`config.mk`:
```
export PLATFORM = sky130hd
export DESIGN_NAME = pat_core
export DESIGN_NICKNAME = d
export VERILOG_FILES = /design/src/source/pat_pkg.sv /design/src/source/pat_alu.sv /design/src/source/pat_decode.sv /design/src/source/pat_execute.sv /design/src/source/pat_commit.sv /design/src/source/pat_core.sv
export SDC_FILE = /design/constraint.sdc
export NUM_CORES = 1
export LEC_CHECK = 0
export ABC_AREA = 1
export BUFFER_PORTS_ARGS = -buffer_cell sky130_fd_sc_hd__buf_2
export CAP_MARGIN = 20
export CORE_MARGIN = 2
export CORE_UTILIZATION = 55
export DETAILED_ROUTE_END_ITERATION = 10
export PLACE_DENSITY = 0.77
export SYNTH_ARGS = -nofsm -noshare
export SYNTH_HDL_FRONTEND = slang
export SYNTH_SLANG_ARGS = --single-unit
```
`constraint.sdc`:
```
create_clock -name clk -period 3.1 [get_ports clk]
set_input_delay 0.775 -clock clk [delete_from_list [all_inputs] [get_ports clk]]
set_output_delay 0.775 -clock clk [all_outputs]
set_load 0.01 [all_outputs]
```
`src/source/pat_pkg.sv`:
```
package pat_pkg;

	// ======================================================================
	// widths
	// ======================================================================
	localparam int DATA_W     = 8;  // datapath width
	localparam int INSTR_W    = 23; // instruction word width
	localparam int REG_ADR_W  = 3;  // register file address
	localparam int NUM_REGS   = 8;
	localparam int NUM_INPUTS = 3;  // input ports selected one-hot by imm3
	localparam int SHAMT_W    = 3;  // shift amount taken from b[2:0]
	localparam int OPC_W      = 4;  // every opcode field is 4 bits

	// ignored field pointer, condition and field-op bits
	localparam int UNUSED_W   = INSTR_W - REG_ADR_W - OPC_W - DATA_W;

	localparam logic [OPC_W-1:0] OPC_PREFIX = 4'b1111; // escape into the next format

	// ======================================================================
	// opcodes
	// ======================================================================
	// i8 space where 9..14 behave as nop
	localparam logic [OPC_W-1:0] OPC_ORI  = 4'd0;
	localparam logic [OPC_W-1:0] OPC_ORR  = 4'd1;
	localparam logic [OPC_W-1:0] OPC_ANDI = 4'd2;
	localparam logic [OPC_W-1:0] OPC_ANDR = 4'd3;
	localparam logic [OPC_W-1:0] OPC_ADDI = 4'd4;
	localparam logic [OPC_W-1:0] OPC_ADDR = 4'd5;
	localparam logic [OPC_W-1:0] OPC_SUBI = 4'd6;
	localparam logic [OPC_W-1:0] OPC_SUBR = 4'd7;
	localparam logic [OPC_W-1:0] OPC_LDI  = 4'd8;

	// i3 space in imm[7:4]
	localparam logic [OPC_W-1:0] OPC_SHLZI = 4'd0;
	localparam logic [OPC_W-1:0] OPC_SHLZR = 4'd1;
	localparam logic [OPC_W-1:0] OPC_SHLOI = 4'd2;
	localparam logic [OPC_W-1:0] OPC_SHLOR = 4'd3;
	localparam logic [OPC_W-1:0] OPC_SHRZI = 4'd4;
	localparam logic [OPC_W-1:0] OPC_SHRZR = 4'd5;
	localparam logic [OPC_W-1:0] OPC_ASRI  = 4'd6;
	localparam logic [OPC_W-1:0] OPC_ASRR  = 4'd7;
	localparam logic [OPC_W-1:0] OPC_IN    = 4'd10; // own code apart from shrzi
	localparam logic [OPC_W-1:0] OPC_OUT   = 4'd11;

	// i0 space in imm[3:0]
	localparam logic [OPC_W-1:0] OPC_NOT = 4'd0;
	localparam logic [OPC_W-1:0] OPC_NOP = 4'd15;

	// both prefixes set and i0 nop code
	localparam logic [INSTR_W-1:0] INSTR_NOP = 23'h000fff;

	// ======================================================================
	// types
	// ======================================================================
	typedef struct packed {
		logic [REG_ADR_W-1:0] rn;     // source and destination register
		logic [UNUSED_W-1:0]  unused; // bits 19:12
		logic [OPC_W-1:0]     opc8;   // i8 opcode or prefix
		logic [DATA_W-1:0]    imm;    // i8 immediate / i3 opcode+imm3 / i0 opcode
	} instr_t;

	typedef enum logic [3:0] {
		ALU_NONE,
		ALU_OR,
		ALU_AND,
		ALU_ADD,
		ALU_SUB,
		ALU_PASS_B, // ldi and in
		ALU_NOT,
		ALU_SHLZ,
		ALU_SHLO,
		ALU_SHRZ,
		ALU_ASR
	} alu_op_e;

	typedef struct packed {
		logic                 valid;
		alu_op_e              op;
		logic                 use_reg_b; // b operand comes from rb
		logic [REG_ADR_W-1:0] rn;
		logic [REG_ADR_W-1:0] rb;
		logic [DATA_W-1:0]    imm_val;   // immediate or sampled input
		logic                 wr_en;
		logic                 out_en;
	} dec_t;

	typedef struct packed {
		logic [REG_ADR_W-1:0] rn;
		logic [DATA_W-1:0]    value;
		logic                 wr_en;
		logic                 out_en;
	} result_t;

endpackage

```
`src/source/pat_alu.sv`:
```
module pat_alu import pat_pkg::*;
(
	input  alu_op_e           i_op,
	input  logic [DATA_W-1:0] i_a,
	input  logic [DATA_W-1:0] i_b,
	output logic [DATA_W-1:0] o_y
);

	logic               is_sub;
	logic [DATA_W-1:0]  b_inv;   // b or ~b for subtract
	logic [DATA_W-1:0]  sum;     // shared add/sub result, wraps mod 256
	logic [SHAMT_W-1:0] shamt;
	logic [DATA_W-1:0]  ones;    // fill mask for shlo

	// ======================================================================
	// add/sub on one adder
	// ======================================================================
	assign is_sub = (i_op == ALU_SUB);
	assign b_inv  = is_sub ? ~i_b : i_b;
	assign sum    = i_a + b_inv + {{(DATA_W-1){1'b0}}, is_sub}; // a + ~b + 1

	// ======================================================================
	// shifter
	// ======================================================================
	assign shamt = i_b[SHAMT_W-1:0];
	assign ones  = ~({DATA_W{1'b1}} << shamt); // low shamt bits set

	always_comb
	begin
		case (i_op)
			ALU_OR:     o_y = i_a | i_b;
			ALU_AND:    o_y = i_a & i_b;
			ALU_ADD,
			ALU_SUB:    o_y = sum;
			ALU_PASS_B: o_y = i_b;             // ldi, in
			ALU_NOT:    o_y = ~i_a;
			ALU_SHLZ:   o_y = i_a << shamt;
			ALU_SHLO:   o_y = (i_a << shamt) | ones;
			ALU_SHRZ:   o_y = i_a >> shamt;
			ALU_ASR:    o_y = DATA_W'($signed(i_a) >>> shamt); // sign fill
			default:    o_y = '0;
		endcase
	end

endmodule

```
`src/source/pat_decode.sv`:
```
module pat_decode import pat_pkg::*;
(
	input  logic                         clk,
	input  logic                         reset,
	input  logic                         i_instr_valid,
	input  instr_t                       i_instr,
	input  logic [NUM_INPUTS*DATA_W-1:0] i_inputs,
	output dec_t                         o_dec
);

	instr_t            instr;    // instruction after idle substitution
	logic [OPC_W-1:0]  opc3;
	logic [OPC_W-1:0]  opc0;
	logic [2:0]        imm3;
	logic              is_in;    // in selects the input mux for imm_val
	logic [DATA_W-1:0] in_sel;   // one-hot picked input port
	dec_t              dec_nxt;

	// ======================================================================
	// field split
	// ======================================================================
	assign instr = i_instr_valid ? i_instr : instr_t'(INSTR_NOP); // idle cycle is a nop
	assign opc3  = instr.imm[7:4];
	assign opc0  = instr.imm[3:0];
	assign imm3  = instr.imm[2:0];

	// input port pick, non one-hot falls back to port 0
	always_comb
	begin
		case (imm3)
			3'b010:  in_sel = i_inputs[1*DATA_W +: DATA_W];
			3'b100:  in_sel = i_inputs[2*DATA_W +: DATA_W];
			default: in_sel = i_inputs[0 +: DATA_W];
		endcase
	end

	// ======================================================================
	// opcode decode through the prefix chain
	// ======================================================================
	always_comb
	begin
		dec_nxt           = '0;
		dec_nxt.valid     = i_instr_valid;
		dec_nxt.op        = ALU_NONE;
		dec_nxt.rn        = instr.rn;
		dec_nxt.rb        = instr.imm[REG_ADR_W-1:0]; // register forms name rb in the low bits
		is_in             = 1'b0;

		if (instr.opc8 != OPC_PREFIX)
		begin
			// i8 format, odd codes are register forms
			case (instr.opc8)
				OPC_ORI,  OPC_ORR:  dec_nxt.op = ALU_OR;
				OPC_ANDI, OPC_ANDR: dec_nxt.op = ALU_AND;
				OPC_ADDI, OPC_ADDR: dec_nxt.op = ALU_ADD;
				OPC_SUBI, OPC_SUBR: dec_nxt.op = ALU_SUB;
				OPC_LDI:            dec_nxt.op = ALU_PASS_B;
				default:            dec_nxt.op = ALU_NONE;
			endcase
			dec_nxt.use_reg_b = (instr.opc8 < OPC_LDI) && instr.opc8[0];
			dec_nxt.imm_val   = instr.imm;
		end
		else if (opc3 != OPC_PREFIX)
		begin
			// i3 format, shifts in the same odd/even pattern
			case (opc3)
				OPC_SHLZI, OPC_SHLZR: dec_nxt.op = ALU_SHLZ;
				OPC_SHLOI, OPC_SHLOR: dec_nxt.op = ALU_SHLO;
				OPC_SHRZI, OPC_SHRZR: dec_nxt.op = ALU_SHRZ;
				OPC_ASRI,  OPC_ASRR:  dec_nxt.op = ALU_ASR;
				OPC_IN:
				begin
					dec_nxt.op = ALU_PASS_B;
					is_in      = 1'b1;
				end
				OPC_OUT:              dec_nxt.out_en = 1'b1;
				default:              dec_nxt.op = ALU_NONE;
			endcase
			dec_nxt.use_reg_b = (opc3 < OPC_IN) && opc3[0];
			// in samples the port here, at its decode edge
			dec_nxt.imm_val   = is_in ? in_sel : {{(DATA_W-3){1'b0}}, imm3};
		end
		else
		begin
			// i0 format, no operand
			case (opc0)
				OPC_NOT: dec_nxt.op = ALU_NOT;
				OPC_NOP: dec_nxt.op = ALU_NONE;
				default: dec_nxt.op = ALU_NONE;
			endcase
		end

		// out and every nop code leave op at none
		dec_nxt.wr_en = (dec_nxt.op != ALU_NONE);
	end

	// ======================================================================
	// pipeline register
	// ======================================================================
	always_ff @(posedge clk)
	begin
		o_dec <= dec_nxt;
		if (reset)
			o_dec.valid <= 1'b0; // execute gates writes with valid
	end

endmodule

```
`src/source/pat_execute.sv`:
```
module pat_execute import pat_pkg::*;
(
	input  dec_t                  i_dec,
	output logic [REG_ADR_W-1:0]  o_rd_addr_a,
	output logic [REG_ADR_W-1:0]  o_rd_addr_b,
	input  logic [DATA_W-1:0]     i_rd_data_a,
	input  logic [DATA_W-1:0]     i_rd_data_b,
	output result_t               o_result
);

	logic [DATA_W-1:0] op_b;  // selected second operand
	logic [DATA_W-1:0] alu_y;

	// ======================================================================
	// operand fetch
	// ======================================================================
	assign o_rd_addr_a = i_dec.rn; // a is always rn
	assign o_rd_addr_b = i_dec.rb;

	// one alu, the mux sits in front of b
	assign op_b = i_dec.use_reg_b ? i_rd_data_b : i_dec.imm_val;

	pat_alu u_alu
	(
		.i_op (i_dec.op),
		.i_a  (i_rd_data_a),
		.i_b  (op_b),
		.o_y  (alu_y)
	);

	// ======================================================================
	// result
	// ======================================================================
	always_comb
	begin
		o_result.rn     = i_dec.rn;
		o_result.value  = i_dec.out_en ? i_rd_data_a : alu_y; // out sends rn as is
		o_result.wr_en  = i_dec.valid & i_dec.wr_en;
		o_result.out_en = i_dec.valid & i_dec.out_en;
	end

endmodule

```
`src/source/pat_commit.sv`:
```
module pat_commit import pat_pkg::*;
(
	input  logic                  clk,
	input  logic                  reset,
	input  logic [REG_ADR_W-1:0]  i_rd_addr_a,
	input  logic [REG_ADR_W-1:0]  i_rd_addr_b,
	output logic [DATA_W-1:0]     o_rd_data_a,
	output logic [DATA_W-1:0]     o_rd_data_b,
	input  result_t               i_result,
	output logic [DATA_W-1:0]     o_out,
	output logic                  o_out_valid
);

	logic [DATA_W-1:0] regs [NUM_REGS]; // register file

	// ======================================================================
	// read ports, combinational
	// ======================================================================
	assign o_rd_data_a = regs[i_rd_addr_a];
	assign o_rd_data_b = regs[i_rd_addr_b];

	// ======================================================================
	// write port and output port
	// ======================================================================
	always_ff @(posedge clk)
	begin
		if (reset)
		begin
			for (int i = 0; i < NUM_REGS; i++)
				regs[i] <= '0;
			o_out       <= '0;
			o_out_valid <= 1'b0;
		end
		else
		begin
			if (i_result.wr_en)
				regs[i_result.rn] <= i_result.value;
			o_out_valid <= i_result.out_en; // one cycle pulse per out
			if (i_result.out_en)
				o_out <= i_result.value;   // held until the next out
		end
	end

endmodule

```
`src/source/pat_core.sv`:
```
module pat_core import pat_pkg::*;
(
	input  logic                         clk,
	input  logic                         reset,
	input  logic                         i_instr_valid,
	input  instr_t                       i_instr,
	input  logic [NUM_INPUTS*DATA_W-1:0] i_inputs,
	output logic [DATA_W-1:0]            o_out,
	output logic                         o_out_valid
);

	dec_t                 dec;       // decode to execute
	result_t              result;    // execute to commit
	logic [REG_ADR_W-1:0] rd_addr_a;
	logic [REG_ADR_W-1:0] rd_addr_b;
	logic [DATA_W-1:0]    rd_data_a;
	logic [DATA_W-1:0]    rd_data_b;

	// stage 1, decode and operand select
	pat_decode u_decode
	(
		.clk           (clk),
		.reset         (reset),
		.i_instr_valid (i_instr_valid),
		.i_instr       (i_instr),
		.i_inputs      (i_inputs),
		.o_dec         (dec)
	);

	// stage 2, alu
	pat_execute u_execute
	(
		.i_dec       (dec),
		.o_rd_addr_a (rd_addr_a),
		.o_rd_addr_b (rd_addr_b),
		.i_rd_data_a (rd_data_a),
		.i_rd_data_b (rd_data_b),
		.o_result    (result)
	);

	// register file and output port
	pat_commit u_commit
	(
		.clk         (clk),
		.reset       (reset),
		.i_rd_addr_a (rd_addr_a),
		.i_rd_addr_b (rd_addr_b),
		.o_rd_data_a (rd_data_a),
		.o_rd_data_b (rd_data_b),
		.i_result    (result),
		.o_out       (o_out),
		.o_out_valid (o_out_valid)
	);

endmodule

```
Word-level counts from Yosys, hierarchy flattened
Memory sizes are Yosys's and may differ from the RTL's. A register that Yosys moved wholly into a read port is not among the register bits.
Index checks and enable logic that the tools add are counted.
Operators by class
  $add $sub $neg: 2
  magnitude comparators: 2
  eq/ne operators: 23
  shifts and indexed selects: 4
  multiplexer cells: 27
  bitwise logic cells: 9
  reductions and logical operators: 12
Operator list (count)
  one-hot mux 8 bit (9 select lines): 1
  2-to-1 mux 8 bit: 7
  equality test 4 x 3 -> 1 bit (second input constant): 8
  inverter 8 bit: 3
  equality test 4 bit (second input constant): 5
  one-hot mux 4 bit (5 select lines): 1
  equality test 4 x 2 -> 1 bit (second input constant): 4
  OR 8 bit: 2
  one-hot mux 8 bit (2 select lines): 1
  2-to-1 mux 12 bit: 1
  OR reduction 2 bit: 6
  2-to-1 mux 1 bit: 11
  2-to-1 mux 3 bit: 3
  adder 8 x 1 -> 8 bit: 1
  adder 8 bit: 1
  AND 8 bit: 1
  equality test 4 x 1 -> 1 bit (second input constant): 2
  zero test 4 bit: 2
  < comparator 4 bit (second input constant): 2
  inequality test 4 bit (second input constant): 2
  OR reduction 8 bit: 1
  left shift 8 x 3 -> 8 bit: 1
  left shift 8 x 3 -> 8 bit (first input constant): 1
  right shift 8 x 3 -> 8 bit: 1
  9 further kinds: 11
Word-level totals
  register bits after elaboration: 28
  bits in writable memories: 64
  memory bits (read-only): 48
  input bits: 50
  output and inout port bits: 9
  word-level logic and storage cells: 90
  memories kept: 2
Memory list
  u_commit.regs: depth 8, width 8, read ports 2, clocked after Yosys merged registers in 2, write ports 8, RTL line pat_commit.sv:14  | logic [DATA_W-1:0] regs [NUM_REGS];
  (name not given): depth 16, width 3, read ports 1, clocked after Yosys merged registers in 0, write ports 0, RTL line pat_decode.sv:52  | case (instr.opc8)

Depth between registers and ports, before layout
Gate-level depths: netlist of run 1.
  depth after elaboration: 8
  gate-level depth with buffers: 25
  depth with buffers taken out: 23

By module
A second synthesis of run 1 with hierarchy kept.
Second synthesis, totals
  cell total of the unflattened synthesis: 1075
  area total of the unflattened synthesis: 7124.3 um^2
Modules (own cells, without submodules)
  pat_commit: times used 1, cells an instance 557, area each 4184.0 um^2, sequential area each 2102.0 um^2
  pat_alu: times used 1, cells an instance 282, area each 1420.1 um^2, sequential area each 0.0 um^2
  pat_decode: times used 1, cells an instance 171, area each 1227.4 um^2, sequential area each 440.4 um^2
  pat_execute: times used 1, cells an instance 65, area each 292.8 um^2, sequential area each 0.0 um^2

Least setup slack after synthesis of run 1
Ideal clock, no wire load.
  path type: register to register
  start point: register (tool-made name)
  end point: memory u_commit.regs[5][2], data pin
  setup time: 0.268 ns
  data arrival time: 2.717 ns
  data required time: 2.832 ns
  path slack: 0.115 ns
  cell stages (with the launch flop): 24
  buffers on the path: 3
  clock period less this slack: 2.985 ns
  path through: dfxtp_1 -> buf_6 -> inv_2 -> buf_6 -> nand2_1 -> nand2_1 -> nand2_1 -> nand3_1 -> nand3_2 -> nand2_4 -> buf_4 -> xor2_1 -> fa_1 -> or2_2 -> nand3_1 -> o21ai_0 -> a21oi_1 -> nand2_1 -> nor2_1 -> o21ai_1 -> inv_1 -> nand2_2 -> nand2_4 -> a21oi_1
RTL lines (RTL line)
  end, declared: pat_commit.sv:14

==> results of run 1 <==
## worst reg2reg max path: stages (launching register included)
cell and delay, ns:
dfxtp_4 0.44, buf_12 0.16, buf_8 0.13, nand2_1 0.08, o211ai_1 0.09, nand3_1 0.10, o211ai_1 0.15, nand2_1 0.13
xor2_1 0.16, ha_1 0.31, inv_2 0.05, o21bai_1 0.19, nand2_1 0.09, inv_2 0.07, nor2_2 0.04, o21ai_1 0.08
o21ai_1 0.11, a21oi_2 0.15, nand3_2 0.12, nand2_4 0.16, a21oi_1 0.10
## report_power, final
part	internal, mW	switching [mW]	leakage (nW)
Combinational	0.384	0.694	2.55
Clock	0.545	0.487	0.131
Sequential	1.40	0.0323	0.918
Total	2.33	1.21	3.60
## cell usage in the layout (no fill, tap or decap), drive strengths merged, types with 5 or more instances in the layout
cell / synthesis / routed
nand3: 93 / 93
ha: 10 / 10
nand4: 8 / 8
a22o: 5 / 5
a21oi: 97 / 97
o211ai: 22 / 22
dfxtp: 31 / 31
clkinv: 6 / 9
inv: 102 / 104
buf: 27 / 118
o22ai: 9 / 9
clkbuf: 6 / 11
nor2: 64 / 64
nand2: 298 / 298
edfxtp: 64 / 64
xor2: 7 / 7
o21ai: 76 / 76
## flip-flops by register name, summed over array words and instances, names as in the netlist, named ones only
| name | flops |
|---|---|
| u_commit.regs | 64 |
| u_commit.o_out | 8 |
| u_commit.o_out_valid | 1 |
| rd_addr_a | 3 |
| u_decode.o_dec | 16 |
## per-layer routing
| metal | up-vias | GRT usage [%] |
|---|---|---|
| li1 | 3380 | - |
| met1 | 3181 | 43.3 |
| met2 | 405 | 48.9 |
| met3 | 48 | 5.24 |
| met4 | 0 | 9.72 |
| met5 | - | 0 |
## final cells by class
| cell class | instances | area [um2] | area share, % |
|---|---|---|---|
| timing repair buffer | 120 | 872 | 10.9 |
| multi-input combinational | 710 | 3690 | 46.2 |
| clock inverter | 6 | 45.0 | 0.564 |
| inverter | 108 | 420 | 5.26 |
| tap | 147 | 184 | 2.30 |
| clock buffer | 9 | 225 | 2.82 |
| sequential | 95 | 2550 | 31.9 |
## cell families (layout without fill, tap and decap cells)
family                     Yosys count  count (layout)  synth area share [%]
and+or+nand+nor                    475             475                  31.6
AOI/OAI and AO/OA                  217             217                  17.8
buffers and inverters              141             243                  9.83
DFF                                 95              95                  37.7
adders and majority gates           11              11                  2.15
xor gates and xnor gates             7               7                 0.909
## final timing paths
path                                         from                   to  slack (ns)  cells after the start
worst max-delay path                         flop  u_commit.regs[0][4]       -0.07                     20
worst min-delay path            u_commit.o_out[6]    u_commit.o_out[6]        0.50                      2
worst max register to register               flop  u_commit.regs[0][4]       -0.07                     20
worst min register to register  u_commit.o_out[6]    u_commit.o_out[6]        0.50                      2
## stage by stage
stage / worst slack [ns] / power (mW) / cell area (um2)
final: -0.0681 / 3.55 / 7990
after global routing: -0.231 / 3.69 / 7990
after CTS: 0.0122 / 3.45 / 7750
after detailed placement: -0.122 / 2.43 / 7460
after global placement: -0.0869 / 2.42 / 7460
after floorplan: 0.115 / 2.12 / 6740
## what timing repair did
| action | in CTS | in global routing |
|---|---|---|
| hold buffers | 0 | 0 |
| pin swaps | 3 | 21 |
| cloned | 0 | 3 |
| setup endpoints to repair | 24 | 48 |
| resized for setup | 6 | 51 |
| buffers inserted | 0 | 3 |
==> flow_summary.toml, run 1 <==
[run_status]
outcome = "finished with violations"
violations = "negative setup slack"

[sta]
setup_viol = 24
rsz0062_at_grt = "true"
hold_viol = 0
fin_crit_sh_pct = 102
timing.final.ws_setup_ns = -0.0681
holdWs_ns = 0.499
fin_crit_ns = 3.17
final-max-slew-violation-count = 0
skew_ns = 0.0116
max_slew_margin_pct = 62.2
max_freq_mhz = 316
worst_slew_pin_slew_ns = 0.566
fin_setup_tns_ns = -0.941

[floorplanning]
initial_core_util_pct = 56.1
core_um2 = 12000
die_h_um = 115
die_w_um = 115
boundaryPins = 59
rows = 40
die_area_um2 = 13200

[synth]
syn_area_um2 = 6740
netlist_top_cells_count = "nand2_1, a21oi_1, inv_1, nand3_1, edfxtp_1"
synth.most_common_cell = "nand2_1"
ys_types = 44
avgSynthCellArea_um2 = 7.13
ys_async_sr_fraction_pct = 0
yosysTopAreaCellShare_pct = 28.5
ys_seq_area_share_pct = 37.7
synth_edf_count = 64
ys_seq_elements = 95
synth_cells = 946
synth_top_cell_by_area = "edfxtp_1"
synth_nets = 1007
yosysWarnings = 0
synth_area_leaders = "edfxtp_1, nand2_1, dfxtp_1"
ys.flop_type = "edfxtp_1"

[critical_path]
cp-end-kind = "flop"
critical_path_buf_inv_count = 4
worstPathArrival_ns = 3.26
crit_family = "compound AO/OA/AOI/OAI gates"
cpPeakStageDelay_ns = 0.44
cp.required_ns = 3.19
crit_type = "reg -> reg"
critPathSlowestCell = "dfxtp_4"
critPathMaxFanout = 8
worstPathCellList = "buf_12, buf_8, nand2_1, o211ai_1, nand3_1, o211ai_1, nand2_1, xor2_1, ha_1, inv_2, o21bai_1, nand2_1, inv_2, nor2_2, o21ai_1, o21ai_1, a21oi_2, nand3_2, nand2_4, a21oi_1"
worstSetupStartpointType = "flop"
crit_top_cell = "nand2_1"

[finish]
drive_gt1_share_pct = 22.6
nFillCells = 1013
num-nets-final = 1105
post-route-util_pct = 66.5
fin_cells = 1195
antennaDiodeCount = 0
area_growth_pct = 18.5

[routing]
first_pass_iters = 7
routed_via_density = 5.87
ant_nets = 0
routed_wl_um = 20500
wl_met1_um = 8370
drtIter0Drc = 878
vias = 7014
drc = 0
highest_layer = "met4"
wl_per_cell_um = 17.2
wl_met2_um = 9450
routed-wl-met3_um = 2200

[placed_design]
dp_hpwl_um = 15100
port-buffer-count = 50
routabilityCongestion = 0.988
place_inst = 1174

[global_route]
antenna_found_initial = 0
first_global_vias = 6335
gr-usage-all-layers_pct = 30.8
grt_max_degree = 21
grt_pass1_wl_um = 31400
overflow = 0

[clock_tree]
cts_sinks = 95
insertion_delay_ns = 0.35
cts_root_buf = "clkbuf_16"
cts_tree = "yes"
clk_pin_slew_ns = 0.07
cts_made_buffers = 9
h-tree-depth = 3
cts_buffer_depth = 2

[hold_path]
hp-class = "reg -> reg"

[pwr]
p_leak_nw = 3.60
powerDensity_nw_per_um2 = 444
ir_drop_mv = 0.264

[flow_run]
drv_cap = 0
No activity file was read; power rests on OpenSTA's default activity.
==> run 2, diff against run 1 <==
Settings changed: RECOVER_POWER set to 100.
==> run 2 against run 1 <==
The run still ends with negative setup slack left. Critical endpoint is now u_commit.regs[6][4]. Final cell count did not move. Global-route usage unchanged. Flip-flop and latch count unchanged. Power decreased by 0.23%. Utilization shrank 0.29 points. Die area did not move. Clock skew about the same. Critical path type unchanged. Routed wire length is 0.85% higher. Largest cell class unchanged. Final area decreased by 0.44%. Count of clock-buffer cells in the layout stayed put.
==> flow_summary.toml, run 2 (synthesis gave the netlist of run 1 again) <==
[run_status]
outcome = "finished with violations"
violations = "negative setup slack"

[clock_tree]
insertion_delay_ns = 0.35
cts_made_buffers = 9
hold_buffers = 0
h-tree-depth = 3
cts_buffer_depth = 2
cts_root_buf = "clkbuf_16"
clk_pin_slew_ns = 0.07
cts_sinks = 95
cts_tree = "yes"

[finish]
regMostFlops = "u_commit.regs"
reg.largest.list = "u_commit.regs (64), u_decode.o_dec (16), u_commit.o_out (8)"
area_growth_pct = 18.0
drive_gt1_share_pct = 20.9
post-route-util_pct = 66.2
largest_reg_flops = 64
antennaDiodeCount = 0
nFillCells = 1025
mostFrequentLayoutCells = "nand2_1, inv_1, nand3_1"
final_common_cell = "nand2_1"
num-nets-final = 1105
final_area_um2 = 7950

[critical_path]
worstSetupStartpointType = "flop"
crit_type = "reg -> reg"
cp-end-kind = "flop"
worstPathArrival_ns = 3.26
critPathMaxFanout = 8
r2r-end = "u_commit.regs[6][4]"
rrSetupSlack_ns = -0.08
cp.required_ns = 3.18
rr_worst_depth = 20
cp-endpoint = "u_commit.regs[6][4]"

[floorplanning]
boundaryPins = 59
die_h_um = 115
core_um2 = 12000
rows = 40
die_w_um = 115
die_area_um2 = 13200
initial_core_util_pct = 56.1

[placed_design]
port-buffer-count = 50
routabilityCongestion = 0.988
dp_hpwl_um = 15100
post_dp_cell_area_um2 = 7460
dpl_worst_slack_ns = -0.122

[sta]
max_freq_mhz = 315
setup_viol = 24
timing.final.ws_setup_ns = -0.0780
worst_slew_pin_slew_ns = 0.570
rsz0062_at_grt = "true"
max_slew_margin_pct = 62.0
fin_crit_ns = 3.18
final-max-slew-violation-count = 0
skew_ns = 0.0113
hold_viol = 0
fin_crit_sh_pct = 103

[global_route]
grt_use_met1_pct = 43.3
met3_usage_pct = 5.24
use_met2_pct = 48.9
grt.busiest_layer = "met2"
grt_max_degree = 21
gr-usage-all-layers_pct = 30.8
first_global_vias = 6335
grt_pass1_wl_um = 31400
overflow = 0
antenna_found_initial = 0

[pwr]
ir_drop_mv = 0.264
p_switching_mw = 1.21
powerDensity_nw_per_um2 = 445
power.share.clock_pct = 29.0
finalPower_mw = 3.54
p_leak_nw = 3.56
p_sw_share_pct = 34.1
sequentialPowerShare_pct = 40.6
p_int_mw = 2.33
p_comb_share_pct = 30.4

[routing]
wl_per_cell_um = 17.3
routed_wl_um = 20700
routed_via_density = 5.96
drc = 0
ant_nets = 0
first_pass_iters = 5
drtIter0Drc = 829
vias = 7123

[hold_path]
hp-class = "reg -> reg"

[flow_run]
drv_cap = 0
run 2: cell types whose count changed in the layout (fill, tap and decap cells not counted), sizes merged:
cell	previous run	this run
clkbuf	11	22
buf	118	107
run 2: cell type report:
type,instances,area [um2],area share [%]
Clock buffer,9,225,2.83
Clock inverter,6,45.0,0.566
Inverter,108,420,5.29
Multi-Input combinational cell,710,3680,46.2
Sequential cell,95,2550,32.0
Tap cell,147,184,2.31
Timing Repair Buffer,120,856,10.8
run 2: critical path, cell delays in order, from the launching register on:
cell and delay, ns:
dfxtp_4 0.44, buf_12 0.16, buf_8 0.12, nand2_1 0.08
o211ai_1 0.09, nand3_1 0.10, o211ai_1 0.15, nand2_1 0.13
xor2_1 0.16, ha_1 0.31, inv_2 0.05, o21bai_1 0.19
nand2_1 0.09, inv_2 0.07, nor2_2 0.04, o21ai_1 0.08
o21ai_1 0.11, a21oi_2 0.16, nand3_2 0.12, nand2_4 0.16
a21oi_1 0.09
run 2: worst min path at each step:
stage | start | end | slack (ns) | depth (start not counted)
after CTS | u_commit.o_out[7] | u_commit.o_out[7] | 0.50 | 2
after global routing | u_commit.o_out[7] | u_commit.o_out[7] | 0.51 | 2
after floorplan | u_commit.o_out[0] | u_commit.o_out[0] | 0.53 | 2
after detailed placement | u_commit.o_out[7] | u_commit.o_out[7] | 0.48 | 2
final | u_commit.o_out[7] | u_commit.o_out[7] | 0.50 | 2
after global placement | u_commit.o_out[2] | u_commit.o_out[2] | 0.48 | 2
run 2: timing repair:
item                       CTS  global route
cloned                       0             3
setup buffers                0             3
resized for setup            6            51
pin swaps                    3            21
setup endpoints to repair   24            48
run 2: power by group through the flow:
stage	clock network [mW]	logic, mW	registers [mW]
floorplan	0	0.674	1.45
global placement	0	0.960	1.46
detailed placement	0	0.973	1.46
CTS	1.03	0.984	1.43
global route	1.08	1.17	1.44
finish	1.03	1.07	1.44
run 2: metal layers:
metal  share of wire [%]  wire (um)
met1                  41       8410
met5                   0          0
met4                 3.2        659
met2                  46       9460
met3                  10       2160
run 2: stage by stage:
stage / TNS, ns / hold slack, ns / instances
after floorplan: 0 / 0.533 / 946
after global placement: -1.46 / 0.478 / 1174
after detailed placement: -2.30 / 0.483 / 1174
after CTS: 0 / 0.497 / 1189
after global routing: -7.83 / 0.507 / 1195
final: -0.913 / 0.504 / 1195
==> run 3, diff against run 2 <==
Settings changed: CORE_UTILIZATION 55 to 24, PLACE_DENSITY 0.77 to not set.
==> run 3 against run 2 <==
The run still ends with negative setup slack left. Final area grew 6.6%. Power grew 4.6%. Worst hold slack lost 0.0068 ns. Combinational power grew 7%. Critical endpoint is now u_commit.regs[7][3]. Critical path type unchanged. Flip-flop and latch count is the same. Final cell count grew 21%. Critical path depth grew 1. Clock power grew 9%. Largest power group unchanged. Register-to-register slack lost 0.06 ns. Global-route usage shrank 16 points. Sequential power is essentially flat.
==> flow_summary.toml, run 3 (synthesis gave the netlist of run 1 again) <==
[finish]
reg.largest.list = "u_commit.regs (64), u_decode.o_dec (16), u_commit.o_out (8)"
final_area_um2 = 8480
ff_latch_area_um2 = 2550
antennaDiodeCount = 0
nFillCells = 2958
num-nets-final = 1125
post-route-util_pct = 30.6
largest_reg_flops = 64
regMostFlops = "u_commit.regs"
drive_gt1_share_pct = 24.3
multi_input_area_um2 = 3730
final_common_cell = "nand2_1"
mostFrequentLayoutCells = "nand2_1, inv_1, buf_4"
area_growth_pct = 25.7

[floorplanning]
boundaryPins = 59
initial_core_util_pct = 24.3
die_area_um2 = 29500
die_w_um = 172
core_um2 = 27700
die_h_um = 172
rows = 61

[sta]
hold_viol = 0
fin_crit_sh_pct = 104
rsz0062_at_grt = "true"
worst_slew_pin_slew_ns = 0.591
fin_crit_ns = 3.24
fin_setup_tns_ns = -3.27
final-max-slew-violation-count = 0
max_freq_mhz = 309
skew_ns = 0.0172
setup_viol = 40
max_slew_margin_pct = 60.6
timing.final.ws_setup_ns = -0.139

[placed_design]
dpl_worst_slack_ns = -0.351
dp_hpwl_um = 16500
port-buffer-count = 50
routabilityCongestion = 0.911
post_dp_cell_area_um2 = 7780

[routing]
first_pass_iters = 6
wl_per_cell_um = 15.6
routed_wl_um = 22600
ant_nets = 0
routed_via_density = 4.87
drtIter0Drc = 702
vias = 7047
drc = 0

[critical_path]
worstPathArrival_ns = 3.33
critPathSlowestCell = "dfxtp_4"
crit_type = "reg -> reg"
cpPeakStageDelay_ns = 0.43
rrSetupSlack_ns = -0.14
worstSetupStartpointType = "flop"
cp-end-kind = "flop"
cp.required_ns = 3.19
worstPathCellList = "buf_8, buf_6, a21oi_2, o21ai_1, o21ai_1, o211ai_1, nand2_1, buf_4, buf_4, buf_4, buf_4, buf_4, buf_4, buf_4, buf_4, nand2_1, nand3_1, nor2_1, nand3_1, nand2_2, a21oi_1"
crit_family = "buffers and inverters"
critPathMaxFanout = 8
critical_path_buf_inv_count = 10
crit_top_cell = "buf_4"

[clock_tree]
cts_root_buf = "clkbuf_16"
cts_buffer_depth = 2
clk_pin_slew_ns = 0.07
h-tree-depth = 3
insertion_delay_ns = 0.36
cts_tree = "yes"
cts_sinks = 95
cts_made_buffers = 9

[run_status]
violations = "negative setup slack"
outcome = "finished with violations"

[pwr]
p_leak_nw = 3.70
ir_drop_mv = 0.247
powerDensity_nw_per_um2 = 437
finalPower_mw = 3.70

[hold_path]
hp-class = "reg -> reg"

[global_route]
grt_max_degree = 22
gr-usage-all-layers_pct = 15.2
first_global_vias = 6570
antenna_found_initial = 0
grt_pass1_wl_um = 34300
overflow = 0

[flow_run]
drv_cap = 0
## run 3: changes by cell type in the layout (fill, tap and decap cells not counted), sizes merged
| cell | previous run | this run |
|---|---|---|
| buf | 107 | 137 |
| clkbuf | 22 | 13 |
| clkinv | 9 | 10 |
| clkinvlp | 1 | 0 |
## run 3: layout make-up
| class | count | share of cell area (%) |
|---|---|---|
| Clock buffer | 10 | 2.82 |
| Inverter | 108 | 4.96 |
| Sequential cell | 95 | 30.1 |
| Multi-Input combinational cell | 710 | 44.0 |
| Timing Repair Buffer | 140 | 11.8 |
| Tap cell | 378 | 5.58 |
| Clock inverter | 6 | 0.738 |
## run 3: report_power, final
| part | switching, mW | internal [mW] | leakage (nW) | total (mW) |
|---|---|---|---|---|
| Combinational | 0.727 | 0.419 | 2.63 | 1.15 |
| Sequential | 0.0316 | 1.40 | 0.918 | 1.44 |
| Clock | 0.533 | 0.586 | 0.148 | 1.12 |
| Total | 1.29 | 2.41 | 3.70 | 3.70 |
## run 3: worst paths after layout
kind,endpoint,start,cells after the start
setup / recovery,u_commit.regs[7][3],flop,21
hold / removal,u_commit.o_out[3],u_commit.o_out[3],2
hold reg to reg,u_commit.o_out[3],u_commit.o_out[3],2
setup reg to reg,u_commit.regs[7][3],flop,21
## run 3: through the flow
stage	hold slack [ns]	std cells
floorplan	0.533	946
detailed placement	0.482	1414
global route	0.514	1447
finish	0.497	1447
CTS	0.500	1439
global placement	0.480	1414
## run 3: per-layer routing
metal | vias up | part of all wire [%] | GRT usage, %
li1 | 3428 | - | -
met4 | 0 | 3.6 | 5.42
met1 | 3262 | 43 | 19.4
met3 | 57 | 7.3 | 2.44
met5 | - | 0 | 0
met2 | 300 | 46 | 25.9
## run 3: worst reg2reg max path: cells and delay by family (launching register included)
| family | cells | cell delay [ns] |
|---|---|---|
| compound gates | 5 | 0.56 |
| buf+inv | 10 | 1.27 |
| simple gates | 6 | 0.75 |
| flops | 1 | 0.43 |
## run 3: repair_timing
item	in CTS	in global routing
pin swaps	6	6
endpoints found under the setup margin	40	59
buffers inserted	9	6
gates cloned	0	2
hold buffers	0	0
resized for setup	22	45
